File: config.mk
export PLATFORM = sky130hd
export DESIGN_NAME = dsp_ctrl_top
export DESIGN_NICKNAME = d
export VERILOG_FILES = /design/src/rtl/dsp_ctrl_pkg.sv /design/src/rtl/do_loop_if.sv /design/src/rtl/instr_decode.sv /design/src/rtl/issue_fsm.sv /design/src/rtl/do_loop_counter.sv /design/src/rtl/dsp_ctrl_top.sv
export SDC_FILE = /design/constraint.sdc
export NUM_CORES = 1
export LEC_CHECK = 0
export BUFFER_PORTS_ARGS = -buffer_cell sky130_fd_sc_hd__buf_4
export CAP_MARGIN = 20
export CELL_PAD_IN_SITES_DETAIL_PLACEMENT = 0
export CELL_PAD_IN_SITES_GLOBAL_PLACEMENT = 1
export CORE_MARGIN = 4
export CORE_UTILIZATION = 37
export DETAILED_ROUTE_END_ITERATION = 12
export HOLD_SLACK_MARGIN = 0.02
export PLACE_DENSITY_LB_ADDON = 0.1
export SLEW_MARGIN = 10
export SYNTH_ARGS = -nofsm -noshare
export SYNTH_HDL_FRONTEND = slang
export SYNTH_SLANG_ARGS = --single-unit
File: constraint.sdc
create_clock -name clk -period 1.78 [get_ports clk]
set_input_delay 0.178 -clock clk [delete_from_list [all_inputs] [get_ports clk]]
set_output_delay 0.178 -clock clk [all_outputs]
set_load 0.05 [all_outputs]
File: src/rtl/dsp_ctrl_pkg.sv
// ***********************************************************
// Shared types and constants for the DSP sequencer issue
// control. Holds the program word type, loop count widths,
// T-field opcodes and the decoded instruction struct that the
// decoder hands to the issue FSM. Import where needed.
// ***********************************************************
`default_nettype none

package dsp_ctrl_pkg;

    // Loop counter widths, also the top-level defaults
    localparam int NI_W = 4;
    localparam int K_W  = 7;

    typedef logic [15:0]     word_t;
    typedef logic [NI_W-1:0] ni_t;
    typedef logic [K_W-1:0]  k_t;

    typedef enum logic [3:0] {
        cls_goto_ja,
        cls_call_ja,
        cls_goto_b,
        cls_if_con,
        cls_short_imm,
        cls_long_imm,
        cls_ram_rd,
        cls_ram_wr,
        cls_do,
        cls_nop,
        cls_illegal
    } instr_class_e;

    typedef struct packed {
        instr_class_e cls;
        logic         two_cycle;  // Next word is not decoded
        logic [2:0]   r_field;
        logic [8:0]   short_imm;
        logic [11:0]  i_field;
        logic [1:0]   inc_sel;    // Pointer post-modify
        logic         step_sel;
        logic         yaau_dest;  // Destination field 000
        logic         iret;       // B field 001
        ni_t          do_ni;
        k_t           do_k;
        logic [10:0]  do_data;
    } instr_dec_t;

    // T field opcodes, wildcards for casez
    localparam logic [4:0] T_GOTO_JA = 5'b0000?;
    localparam logic [4:0] T_SHORT   = 5'b0001?;
    localparam logic [4:0] T_CALL_JA = 5'b1000?;
    localparam logic [4:0] T_GOTO_B  = 5'b11000;
    localparam logic [4:0] T_LONG    = 5'b01010;
    localparam logic [4:0] T_RAM_RD  = 5'b01111;  // R=Y
    localparam logic [4:0] T_RAM_WR  = 5'b01100;  // Y=R
    localparam logic [4:0] T_IF_CON  = 5'b11010;
    localparam logic [4:0] T_DO      = 5'b01110;

    // Short loads address j, k, rb, re through a flipped index
    localparam logic [2:0] SHORT_R_FLIP = 3'b100;

endpackage

`default_nettype wire

File: src/rtl/do_loop_if.sv
// ***********************************************************
// Link between the issue FSM and the do/redo loop counter.
// The FSM loads the counter and freezes it during second
// cycles. The counter reports loop position back.
// ***********************************************************
`default_nettype none

interface do_loop_if #(
    parameter int NI_W = 4,
    parameter int K_W  = 7
);
    logic            cnt_ld;     // Load pulse
    logic [NI_W-1:0] ld_ni;      // Instructions per pass minus one
    logic [K_W-1:0]  ld_k;       // Iterations
    logic            hold;       // Second cycle, no counting
    logic            busy;
    logic            first_loop; // Last instr of first pass
    logic            last;       // Last instr of whole sequence

    modport seq (
        output cnt_ld, ld_ni, ld_k, hold,
        input  busy, first_loop, last
    );

    modport cnt (
        input  cnt_ld, ld_ni, ld_k, hold,
        output busy, first_loop, last
    );
endinterface

`default_nettype wire

File: src/rtl/instr_decode.sv
// ***********************************************************
// Combinational decoder for the 16-bit program word.
// Classifies the T field, extracts every field the issue FSM
// needs and flags instructions that take two cycles. Output
// follows rom_dout with no register in between.
// ***********************************************************
`default_nettype none

module instr_decode import dsp_ctrl_pkg::*; #(
    parameter int NI_W = 4,
    parameter int K_W  = 7
) (
    input  word_t      rom_dout,
    output instr_dec_t dec
);

    logic [4:0] t_field;
    logic [1:0] inc_mode;

    assign t_field  = rom_dout[15:11];
    assign inc_mode = rom_dout[1:0];

    always_comb begin
        // Field extraction, valid whatever the class
        dec.cls       = cls_illegal;
        dec.two_cycle = 1'b0;
        dec.r_field   = rom_dout[6:4];
        dec.short_imm = rom_dout[8:0];
        dec.i_field   = rom_dout[11:0];
        dec.yaau_dest = rom_dout[9:7] == 3'b000;
        dec.iret      = rom_dout[10:8] == 3'b001;
        dec.do_ni     = ni_t'(rom_dout[K_W +: NI_W]);
        dec.do_k      = k_t'(rom_dout[K_W-1:0]);
        dec.do_data   = rom_dout[10:0];

        // Pointer post-modify
        dec.inc_sel  = 2'd0;
        dec.step_sel = 1'b0;
        case (inc_mode)
            2'd0: dec.inc_sel = 2'd1;  // *rN
            2'd1: dec.inc_sel = 2'd2;  // *rN++
            2'd2: dec.inc_sel = 2'd0;  // *rN--
            default: begin
                // *rN++j uses the step register
                dec.step_sel = 1'b1;
            end
        endcase

        casez (t_field)
            T_GOTO_JA: begin
                dec.cls       = cls_goto_ja;
                dec.two_cycle = 1'b1;
            end
            T_CALL_JA: begin
                dec.cls       = cls_call_ja;
                dec.two_cycle = 1'b1;
            end
            T_GOTO_B: begin // ret, iret and friends
                dec.cls       = cls_goto_b;
                dec.two_cycle = 1'b1;
            end
            T_SHORT: begin
                dec.cls     = cls_short_imm;
                dec.r_field = rom_dout[11:9] ^ SHORT_R_FLIP;
            end
            T_LONG: begin
                dec.cls       = cls_long_imm;  // Value arrives in next word
                dec.two_cycle = 1'b1;
            end
            T_RAM_RD: begin
                dec.cls       = cls_ram_rd;
                dec.two_cycle = 1'b1;
            end
            T_RAM_WR: begin
                dec.cls       = cls_ram_wr;
                dec.two_cycle = 1'b1;
            end
            T_IF_CON: begin
                // Bit 10 set would be icall, treated as no operation
                if (rom_dout[10]) begin
                    dec.cls = cls_nop;
                end else begin
                    dec.cls = cls_if_con;
                end
            end
            T_DO: begin
                dec.cls = cls_do;
                // NI of zero is redo, which takes two cycles
                dec.two_cycle = dec.do_ni == ni_t'(0);
            end
            default: begin
                dec.cls = cls_illegal;
            end
        endcase
    end

endmodule

`default_nettype wire

File: src/rtl/issue_fsm.sv
// ***********************************************************
// Issue state machine. Registers the control strobes of each
// decoded word one enabled cycle after it appears, skips the
// second word of two-cycle instructions and enforces the
// extra cycles at do/redo loop ends. Keeps a sticky fault.
// ***********************************************************
`default_nettype none

module issue_fsm import dsp_ctrl_pkg::*; #(
    parameter int NI_W = 4,
    parameter int K_W  = 7
) (
    input  logic        clk,
    input  logic        rst,
    input  logic        cen,
    input  logic        con_result,
    input  instr_dec_t  dec,
    do_loop_if.seq      loop,
    output logic        goto_ja,
    output logic        call_ja,
    output logic        goto_b,
    output logic        pc_halt,
    output logic        con_check,
    output logic        short_load,
    output logic        long_load,
    output logic        ram_load,
    output logic        ram_we,
    output logic        post_load,
    output logic        step_sel,
    output logic        do_start,
    output logic        do_incache,
    output logic        no_int,
    output logic        fault,
    output logic [2:0]  r_field,
    output logic [1:0]  inc_sel,
    output logic [8:0]  short_imm,
    output logic [11:0] i_field,
    output logic [10:0] do_data
);

    typedef enum logic {st_single, st_second} state_e;

    state_e state;
    logic   con_ok;
    logic   is_ram;
    logic   redo;        // Current loop is a redo
    logic   sch_second;  // Do with NI=1 forces the next one long

    assign con_ok    = ~con_check | con_result;
    assign is_ram    = dec.cls == cls_ram_rd || dec.cls == cls_ram_wr;
    assign no_int    = state == st_single;  // No irq between two words
    assign loop.hold = state == st_second;

    always_ff @(posedge clk or posedge rst) begin
        if (rst) begin
            state       <= st_single;
            goto_ja     <= 1'b0;
            call_ja     <= 1'b0;
            goto_b      <= 1'b0;
            pc_halt     <= 1'b0;
            con_check   <= 1'b0;
            short_load  <= 1'b0;
            long_load   <= 1'b0;
            ram_load    <= 1'b0;
            ram_we      <= 1'b0;
            post_load   <= 1'b0;
            do_start    <= 1'b0;
            do_incache  <= 1'b0;
            fault       <= 1'b0;
            redo        <= 1'b0;
            sch_second  <= 1'b0;
            loop.cnt_ld <= 1'b0;
            loop.ld_ni  <= '0;
            loop.ld_k   <= '0;
        end else if (cen) begin
            // Strobes last one enabled cycle
            state       <= st_single;
            goto_ja     <= 1'b0;
            call_ja     <= 1'b0;
            goto_b      <= 1'b0;
            pc_halt     <= 1'b0;
            con_check   <= 1'b0;
            short_load  <= 1'b0;
            long_load   <= 1'b0;
            ram_load    <= 1'b0;
            ram_we      <= 1'b0;
            post_load   <= 1'b0;
            do_start    <= 1'b0;
            sch_second  <= 1'b0;
            loop.cnt_ld <= 1'b0;

            if (state == st_single) begin
                if (dec.two_cycle) state <= st_second;
                case (dec.cls)
                    cls_goto_ja: begin
                        goto_ja <= con_ok;
                        pc_halt <= 1'b1;
                        if (loop.busy) fault <= 1'b1;  // No branch inside a loop
                    end
                    cls_call_ja: begin
                        call_ja <= con_ok;
                        pc_halt <= 1'b1;
                        if (loop.busy) fault <= 1'b1;
                    end
                    cls_goto_b: begin
                        goto_b  <= con_ok | dec.iret;  // iret always taken
                        pc_halt <= 1'b1;
                        if (loop.busy) fault <= 1'b1;
                    end
                    cls_if_con:    con_check  <= 1'b1;
                    cls_short_imm: short_load <= 1'b1;
                    cls_long_imm: begin
                        long_load <= dec.yaau_dest;
                        if (loop.busy) fault <= 1'b1;
                    end
                    cls_ram_rd: begin
                        ram_load  <= dec.yaau_dest;
                        post_load <= 1'b1;
                        pc_halt   <= 1'b1;
                    end
                    cls_ram_wr: begin
                        ram_we    <= 1'b1;
                        post_load <= 1'b1;
                        pc_halt   <= 1'b1;
                    end
                    cls_do: begin
                        do_start    <= 1'b1;
                        loop.cnt_ld <= 1'b1;
                        loop.ld_k   <= K_W'(dec.do_k);
                        if (dec.do_ni == ni_t'(0)) begin
                            redo    <= 1'b1;  // Reuses the cached block
                            pc_halt <= 1'b1;
                        end else begin
                            redo       <= 1'b0;
                            loop.ld_ni <= NI_W'(dec.do_ni - ni_t'(1));
                            sch_second <= dec.do_ni == ni_t'(1);
                        end
                    end
                    cls_illegal: fault <= 1'b1;
                    default: ;
                endcase
            end

            // Loop ends take an extra cycle
            if ((loop.first_loop && !redo) || loop.last || sch_second) begin
                pc_halt <= 1'b1;
                state   <= st_second;
                if (loop.first_loop) do_incache <= 1'b1;
                else if (loop.last)  do_incache <= 1'b0;
            end
        end
    end

    // Payload fields, only meaningful alongside their strobes
    always_ff @(posedge clk) begin
        if (cen) begin
            short_imm <= dec.short_imm;
            i_field   <= dec.i_field;
            if (state == st_single) begin
                r_field <= dec.r_field;
                if (is_ram) begin
                    inc_sel  <= dec.inc_sel;
                    step_sel <= dec.step_sel;
                end
                if (dec.cls == cls_do) do_data <= dec.do_data;
            end
        end
    end

endmodule

`default_nettype wire

File: src/rtl/do_loop_counter.sv
// ***********************************************************
// Do/redo loop counter. Counts instructions within a pass and
// remaining iterations, frozen while the issue FSM is in a
// second cycle. Flags the end of the first pass and the last
// instruction of the whole loop.
// ***********************************************************
`default_nettype none

module do_loop_counter #(
    parameter int NI_W = 4,
    parameter int K_W  = 7
) (
    input  logic   clk,
    input  logic   rst,
    input  logic   cen,
    do_loop_if.cnt loop
);

    logic [NI_W-1:0] ni_cnt;  // Instructions left in this pass
    logic [K_W-1:0]  k_cnt;   // Passes left
    logic            ni_one;
    logic            ni_zero;

    assign ni_one  = ni_cnt == NI_W'(1);
    assign ni_zero = ni_cnt == NI_W'(0);

    assign loop.busy       = k_cnt != K_W'(0);
    assign loop.first_loop = loop.busy && ni_one && k_cnt == loop.ld_k;

    // Redo has ld_ni of zero, so it ends one pass earlier
    assign loop.last = loop.busy && (
                           (ni_one && k_cnt == K_W'(1)) ||
                           (loop.ld_ni == NI_W'(0) && k_cnt == K_W'(2)));

    always_ff @(posedge clk or posedge rst) begin
        if (rst) begin
            ni_cnt <= '0;
            k_cnt  <= '0;
        end else if (cen) begin
            if (loop.cnt_ld) begin
                ni_cnt <= loop.ld_ni;
                k_cnt  <= loop.ld_k;
            end else if (!loop.hold) begin
                if (ni_zero) begin
                    ni_cnt <= loop.ld_ni;  // Start of next pass
                    if (loop.busy) k_cnt <= k_cnt - K_W'(1);
                end else begin
                    ni_cnt <= ni_cnt - NI_W'(1);
                end
            end
        end
    end

endmodule

`default_nettype wire

File: src/rtl/dsp_ctrl_top.sv
// ***********************************************************
// Top level of the sequencer issue control. Feed program
// words on rom_dout with cen high to advance. Strobes appear
// one enabled cycle after their word. long_imm is the raw
// program word, read during the second cycle of a long load.
// ***********************************************************
`default_nettype none

module dsp_ctrl_top import dsp_ctrl_pkg::*; #(
    parameter int NI_W = 4,
    parameter int K_W  = 7
) (
    input  logic        clk,
    input  logic        rst,
    input  logic        cen,
    input  logic        con_result,
    input  word_t       rom_dout,
    output word_t       long_imm,
    output logic        goto_ja,
    output logic        call_ja,
    output logic        goto_b,
    output logic        pc_halt,
    output logic        con_check,
    output logic        short_load,
    output logic        long_load,
    output logic        ram_load,
    output logic        ram_we,
    output logic        post_load,
    output logic        step_sel,
    output logic        do_start,
    output logic        do_incache,
    output logic        no_int,      // Interrupts blocked while low
    output logic        fault,       // Sticky until reset
    output logic [2:0]  r_field,
    output logic [1:0]  inc_sel,
    output logic [8:0]  short_imm,
    output logic [11:0] i_field,
    output logic [10:0] do_data
);

    instr_dec_t dec;

    do_loop_if #(.NI_W(NI_W), .K_W(K_W)) loop_if ();

    assign long_imm = rom_dout;  // Second word of a long load

    instr_decode #(.NI_W(NI_W), .K_W(K_W)) u_decode (
        .rom_dout (rom_dout),
        .dec      (dec)
    );

    issue_fsm #(.NI_W(NI_W), .K_W(K_W)) u_issue (
        .clk, .rst, .cen, .con_result, .dec,
        .loop (loop_if.seq),
        .goto_ja, .call_ja, .goto_b, .pc_halt, .con_check,
        .short_load, .long_load, .ram_load, .ram_we, .post_load,
        .step_sel, .do_start, .do_incache, .no_int, .fault,
        .r_field, .inc_sel, .short_imm, .i_field, .do_data
    );

    do_loop_counter #(.NI_W(NI_W), .K_W(K_W)) u_loop_cnt (
        .clk  (clk),
        .rst  (rst),
        .cen  (cen),
        .loop (loop_if.cnt)
    );

endmodule

`default_nettype wire

# After elaboration in Yosys (flattened, before gate mapping)
# Index checks and enable logic that the tools add are counted.
classes:
  n_addsub: 3
  eq_ne: 27
  mux: 47
  bitwise: 6
  n_reduce_logical: 36
ops:
  columns: ["operator", "n"]
  rows:
  - ["$pmux W4 S9", 1]
  - ["$mux W1", 33]
  - ["$mux W7", 4]
  - ["$eq A5 B4 Y1 const B", 4]
  - ["$logic_not A4 Y1", 5]
  - ["$eq A4 B1 Y1 const B", 4]
  - ["$eq A4 B3 Y1 const B", 4]
  - ["$mux W4", 4]
  - ["$eq A4 B4 Y1 const B", 3]
  - ["$reduce_and A4 Y1", 3]
  - ["$eq A5 B5 Y1 const B", 2]
  - ["$reduce_and A3 Y1", 3]
  - ["$eq A4 B2 Y1 const B", 2]
  - ["$reduce_bool A2 Y1", 4]
  - ["$sub A4 B1 Y4 const B", 2]
  - ["$eq A7 B1 Y1 const B", 1]
  - ["$eq A7 B2 Y1 const B", 1]
  - ["$eq A7 B7 Y1", 1]
  - ["$reduce_bool A7 Y1", 1]
  - ["$sub A7 B1 Y7 const B", 1]
  - ["$logic_and A1 B1 Y1", 6]
  - ["$pmux W1 S2", 3]
  - ["$reduce_or A6 Y1", 1]
  - ["$reduce_or A5 Y1", 1]
  - ["other kinds (16)", 25]
word_totals:
  ff_bits: 76
  output_inout_bits: 68
  word_cells: 145

# Logic depth before layout (Yosys ltp)
depth:
  depth_word: 7
  ltp_mapped: 8
  depth_no_buf: 7

# Modules after synthesis
# A second synthesis with hierarchy kept.
hier_totals:
  hier_cells: 367
  hier_area_um2: 4190.3
by_module_without_submodules:
  columns: ["module", "instances", "cells_per_inst", "area_each_um2", "seq_area_each_um2"]
  rows:
  - ["issue_fsm", 1, 150, 2463.6, 1816.7]
  - ["do_loop_counter", 1, 113, 954.7, 275.3]
  - ["instr_decode", 1, 88, 651.9, 0.0]
  - ["dsp_ctrl_top", 1, 16, 120.1, 0.0]

# Worst setup path before layout
# No wires, ideal clock.
synth_path:
  path_type: "reg-to-reg"
  startpoint: "register u_issue.state, in the netlist u_issue.loop.hold"
  endpoint: "register u_issue.loop.ld_k[0]"
  arrival_time_ns: 1.835
  slack_ns: -0.179
  stages_incl_launch_ff: 6
  n_path_buf: 1
  period_less_slack_ns: 1.959
  cell_sequence: "dfrtp_1 -> inv_1 -> nand2_1 -> and4bb_1 -> buf_4 -> mux2_2"
synth_via:
  elab_chain_len: 2
synth_lines:
  columns: ["item", "line_no", "source"]
  rows:
  - ["start: declaration", "issue_fsm.sv:43", "state_e state;"]
  - ["start signal: assignment", "issue_fsm.sv:56", "state <= st_single;"]
  - ["start signal: assignment", "issue_fsm.sv:77", "state <= st_single;"]
  - ["start signal: assignment", "issue_fsm.sv:93", "if (dec.two_cycle) state <= st_second;"]
  - ["$not A1 Y1", null, null]
  - ["via no_int", "dsp_ctrl_top.sv:32", "output logic no_int,"]
  - ["$reduce_and A3 Y1 (no line)", null, null]
  - ["end signal: assignment", "issue_fsm.sv:129", "loop.ld_k <= K_W'(dec.do_k);"]
  - ["end: declaration", "do_loop_if.sv:21", "output cnt_ld, ld_ni, ld_k, hold,"]
# The timed path passes the listed nets, and every way through them passes these cells.
# A chain may end at the register's enable or synchronous reset.

# Worst setup path after layout
layout_path:
  startpoint: "register u_loop_cnt.ni_cnt[1]"
  endpoint: "register u_issue.state, in the netlist u_issue.loop.hold"
layout_via:
  elab_chain_len: 7
  word_cells_on_any_way: 10
layout_lines:
  columns: ["item", "line_no", "source"]
  rows:
  - ["start: declaration", "do_loop_counter.sv:19", "logic [NI_W-1:0] ni_cnt;"]
  - ["start signal: assignment", "do_loop_counter.sv:41", "ni_cnt <= loop.ld_ni;"]
  - ["start signal: assignment", "do_loop_counter.sv:45", "ni_cnt <= loop.ld_ni;"]
  - ["start signal: assignment", "do_loop_counter.sv:48", "ni_cnt <= ni_cnt - NI_W'(1);"]
  - ["$eq A4 B1 Y1 (*)", "do_loop_counter.sv:24", "assign ni_one = ni_cnt == NI_W'(1);"]
  - ["$logic_and A1 B1 Y1 (on tied branches)", "do_loop_counter.sv:28, do_loop_counter.sv:32", null]
  - ["$logic_and A1 B1 Y1 or $logic_or A1 B1 Y1 (tied branches)", "do_loop_counter.sv:28, do_loop_counter.sv:32", null]
  - ["$logic_and A1 B1 Y1 (on tied branches)", "issue_fsm.sv:145, do_loop_counter.sv:31", null]
  - ["$logic_or A1 B1 Y1 (*) (2 in a row)", "issue_fsm.sv:145", "if ((loop.first_loop && !redo) || loop.last || sch_second) begin"]
  - ["$mux W1 (*)", "issue_fsm.sv:145", null]
  - ["end signal: assignment", "issue_fsm.sv:77", null]
  - ["end signal: assignment", "issue_fsm.sv:93", null]
  - ["end signal: assignment", "issue_fsm.sv:147", "state <= st_second;"]
# Every way passes the cells marked *; elsewhere a longest branch is shown, timed or not.

==> impl_metrics.csv <==
group,metric,value,unit
global_route,grt_pass1_wl,14600,um
yosys,synthXorXnorAreaFrac,0.0257,
sta,rsz0062_at_grt,"yes",
critical_path,arrival,2.00,ns
global_route,grt_max_degree,39,
layout,n_fill_cell,789,
clock_network,cts_sinks,67,
layout,multi_input_area,1360,um2
yosys,synth.avg_cell_area,11.1,um2
global_route,first_global_vias,2782,
floorplanning,initial_core_util,0.386,
critical_path,critical-path-slowest-cell,"or4_4",
placed_design,dp_cells,522,
pwr,powerDensity,1230,nW/um2
sta,hold_viol_final,0,
floorplanning,io_pins,88,
layout,layout.nets,464,
critical_path,cp.required,2.06,ns
critical_path,reg2reg_depth,6,
clock_network,cts_root_buf,"clkbuf_8",
layout,instances_no_fill,547,
drt,drt-initial-drc-count,102,
critical_path,crit_chain,"inv_2 > ha_4 > nand3_1 > or4_4 > o31a_1 > o221ai_2",
layout,diodes,0,
placed_design,place_hpwl,6680,um
layout,postLayoutCoreUtil,0.544,
floorplanning,rows,34,
sta,slew_headroom,0.635,
yosys,ys_warn_count,0,
global_route,antenna_found_initial,0,
min_path,min_path_cells,1,
yosys,synthArstFlopShare,0.567,
layout,layout.area.seq,1820,um2
layout,syn_to_final_growth,41.2,%
yosys,synth_top_family_by_area,"compound AO/OA/AOI/OAI gates",
run,drv_cap,0,
pwr,finalPower,5920,uW
clock_network,clk_pin_slew,0.08,ns
drt,drt-total-wl,8970,um
clock_network,numCtsBuffers,9,
clock_network,worstSkewPairLatency,0.35,ns
min_path,hp-class,"primary input to flip-flop",
sta,setup_tns,0,ns
critical_path,critPathLaunchType,"flip-flop",
placed_design,gp_congestion,0.838,
sta,finClkSkew,0.00966,ns
critical_path,r2r-start,"u_loop_cnt.ni_cnt[1]$_DFFE_PP0P_",
critical_path,startpoint,"u_loop_cnt.ni_cnt[1]$_DFFE_PP0P_",
pwr,p_leak,0.00217,uW
critical_path,crit_path_end,"u_issue.loop.hold$_DFFE_PP0P_",
yosys,synth_mux_area_frac,0.0539,
yosys,ys_seq_area_frac,0.534,
sta,holdWs,0.0629,ns
clock_network,cts_max_level,3,
yosys,synthCells,307,
sta,slew_viol_final,0,
drt,num_vias,2778,
clock_network,cts_tree,"yes",
critical_path,slowest_delay,0.45,ns
sta,period_share,0.968,
yosys,synth-compound-area-share,0.134,
critical_path,critPathMaxFanout,3,
critical_path,worstReg2RegEnd,"u_issue.loop.hold$_DFFE_PP0P_",
drt,route.detailed.drc,0,
placed_design,port_buffers,87,
yosys,synth-main-ff-cell,"dfrtp_1",
pwr,peakVddDrop,0.000458,V
status,outcome,"completed",
yosys,synthAdderAreaFrac,0.0367,
clock_network,clockBufferDepth,2,
floorplanning,core_area,8850,um2
yosys,synth-edff-count,29,
yosys,syn_nets,337,
drt,viasPerCell,5.08,
global_route,track_usage,0.170,
sta,max_freq,0.580,GHz
yosys,synthSimpleGateAreaFrac,0.122,
critical_path,reg2reg_slack,0.06,ns
critical_path,crit_type,"flip-flop to flip-flop",
drt,first_pass_iters,4,
sta,report.final.setup_viol,0,
floorplanning,die_x,104,um
drt,routedWlPerCell,16.4,um
sta,period_minus_slack,1.72,ns
global_route,overflow,0,
yosys,synth_area,3410,um2
layout,drive_gt1_frac,0.453,
sta,tightest_slew,0.544,ns
floorplanning,die-area,10800,um2
floorplanning,dieHeight,104,um
yosys,ys_seq_elements,67,
yosys,synth_cell_types,55,
critical_path,end_kind,"flip-flop",
drt,ant_nets,0,
[flip-flops by register name, indices dropped and copies added, names as in the netlist, 2 cells and up]
signal,flops
u_issue.i_field,12
u_loop_cnt.ni_cnt,4
u_issue.r_field,3
u_issue.loop.ld_k,7
u_issue.inc_sel,2
u_loop_cnt.k_cnt,7
u_issue.do_data,11
u_issue.loop.ld_ni,4
[critical path: cells and delay by family (launching register included)]
family,cells,cell delay [ns]
AND/OR/NAND/NOR,2,0.54
AO/OA/AOI/OAI,2,0.46
flip-flops,1,0.40
adder cells (fa/ha/maj),1,0.14
buffers and inverters,1,0.10
[timing repair]
action | CTS | global route
buffers inserted | 4 | 2
gates resized for setup | 4 | 17
endpoints found under the hold margin | 42 | 0
endpoints found under the setup margin | 2 | 17
hold buffers | 3 | 0
pin swaps | 4 | 2
[final cells by class]
class                   count  area share
clock buffers              10      0.0286
well taps                 108      0.0281
inverters                  18      0.0148
clock inverters             6      0.0231
multi-input cells         185       0.281
repair buffers            153       0.246
flip-flops and latches     67       0.378
[cell usage after synthesis (all sizes together) (3+ instances only)]
cell,number,share of area
mux2,13,0.045
mux2i,3,0.0088
ha,10,0.037
a22oi,3,0.0066
dfrtp,38,0.28
a21oi,13,0.019
nor3,11,0.016
o2bb2ai,6,0.015
a21o,3,0.0066
nand3,5,0.0073
o21ai,21,0.031
nand2b,4,0.0073
nand2,18,0.020
xor2,4,0.010
nor2,18,0.020
xnor2,6,0.015
edfxtp,29,0.26
nor2b,5,0.0092
a211oi,7,0.015
inv,17,0.019
or3,3,0.0055
buf,33,0.070
clkbuf,4,0.0044
[stage by stage]
step / area [um2] / setup WS, ns
6_report: 4820 / 0.0571
5_1_grt: 4820 / -0.0113
4_1_cts: 4750 / 0.00361
3_5_place_dp: 4420 / -0.264
3_3_place_gp: 4420 / -0.211
2_1_floorplan: 3450 / -0.0541
[cell families (layout without fill, tap and decap cells)]
kind of cell	Yosys count	in the layout
AND/OR/NAND/NOR	79	79
multiplexers	16	16
AO/OA/AOI/OAI	70	70
adder cells (fa/ha/maj)	10	10
XOR/XNOR	10	10
buffers and inverters	55	187
flip-flops	67	67
[cell usage in the layout, fill, tap and decap left out, types with 3 or more instances in the layout]
cell type      count
inv_1             14
mux2i_1            3
buf_4            147
dlygate4sd3_1      3
edfxtp_1          29
a211oi_1           5
nor3_1             9
dfrtp_1           38
o21ai_1            4
bufinv_16          3
xnor2_1            6
xor2_1             4
a21oi_1           13
or3_1              3
o21ai_0           17
a21o_1             3
clkbuf_8          10
nor2b_1            5
nor2_1            17
ha_1               8
mux2_4             6
o2bb2ai_1          6
mux2_2             7
nand3_1            5
nand2_1           17
a22oi_1            3
nand2b_1           4
[where the power goes]
group	internal [uW]	switching, uW
clock	971	629
sequential	1910	247
combinational	1010	1150
total	3890	2030
[how the worst min path moves through the flow]
stage / startpoint / end / slack [ns]
floorplan: rom_dout[7] / u_issue.loop.ld_ni[0]$_DFFE_PP0P_ / 0.27
global placement: rst / u_loop_cnt.k_cnt[5]$_DFFE_PP0P_ / 0.34
detailed placement: rst / u_loop_cnt.k_cnt[5]$_DFFE_PP0P_ / 0.35
CTS: rom_dout[0] / u_issue.i_field[0]$_DFFE_PP_ / 0.05
global route: rom_dout[4] / u_issue.i_field[4]$_DFFE_PP_ / 0.05
finish: rom_dout[0] / u_issue.do_data[0]$_DFFE_PP_ / 0.06
[layer usage]
metal  share of wire  track usage  up-vias
li1                -            -     1333
met1            0.48        0.238     1318
met2            0.44        0.256      111
met3           0.059       0.0335       16
met4           0.021       0.0731        0
met5               0            0        -
(Power assumes the default switching activity.)
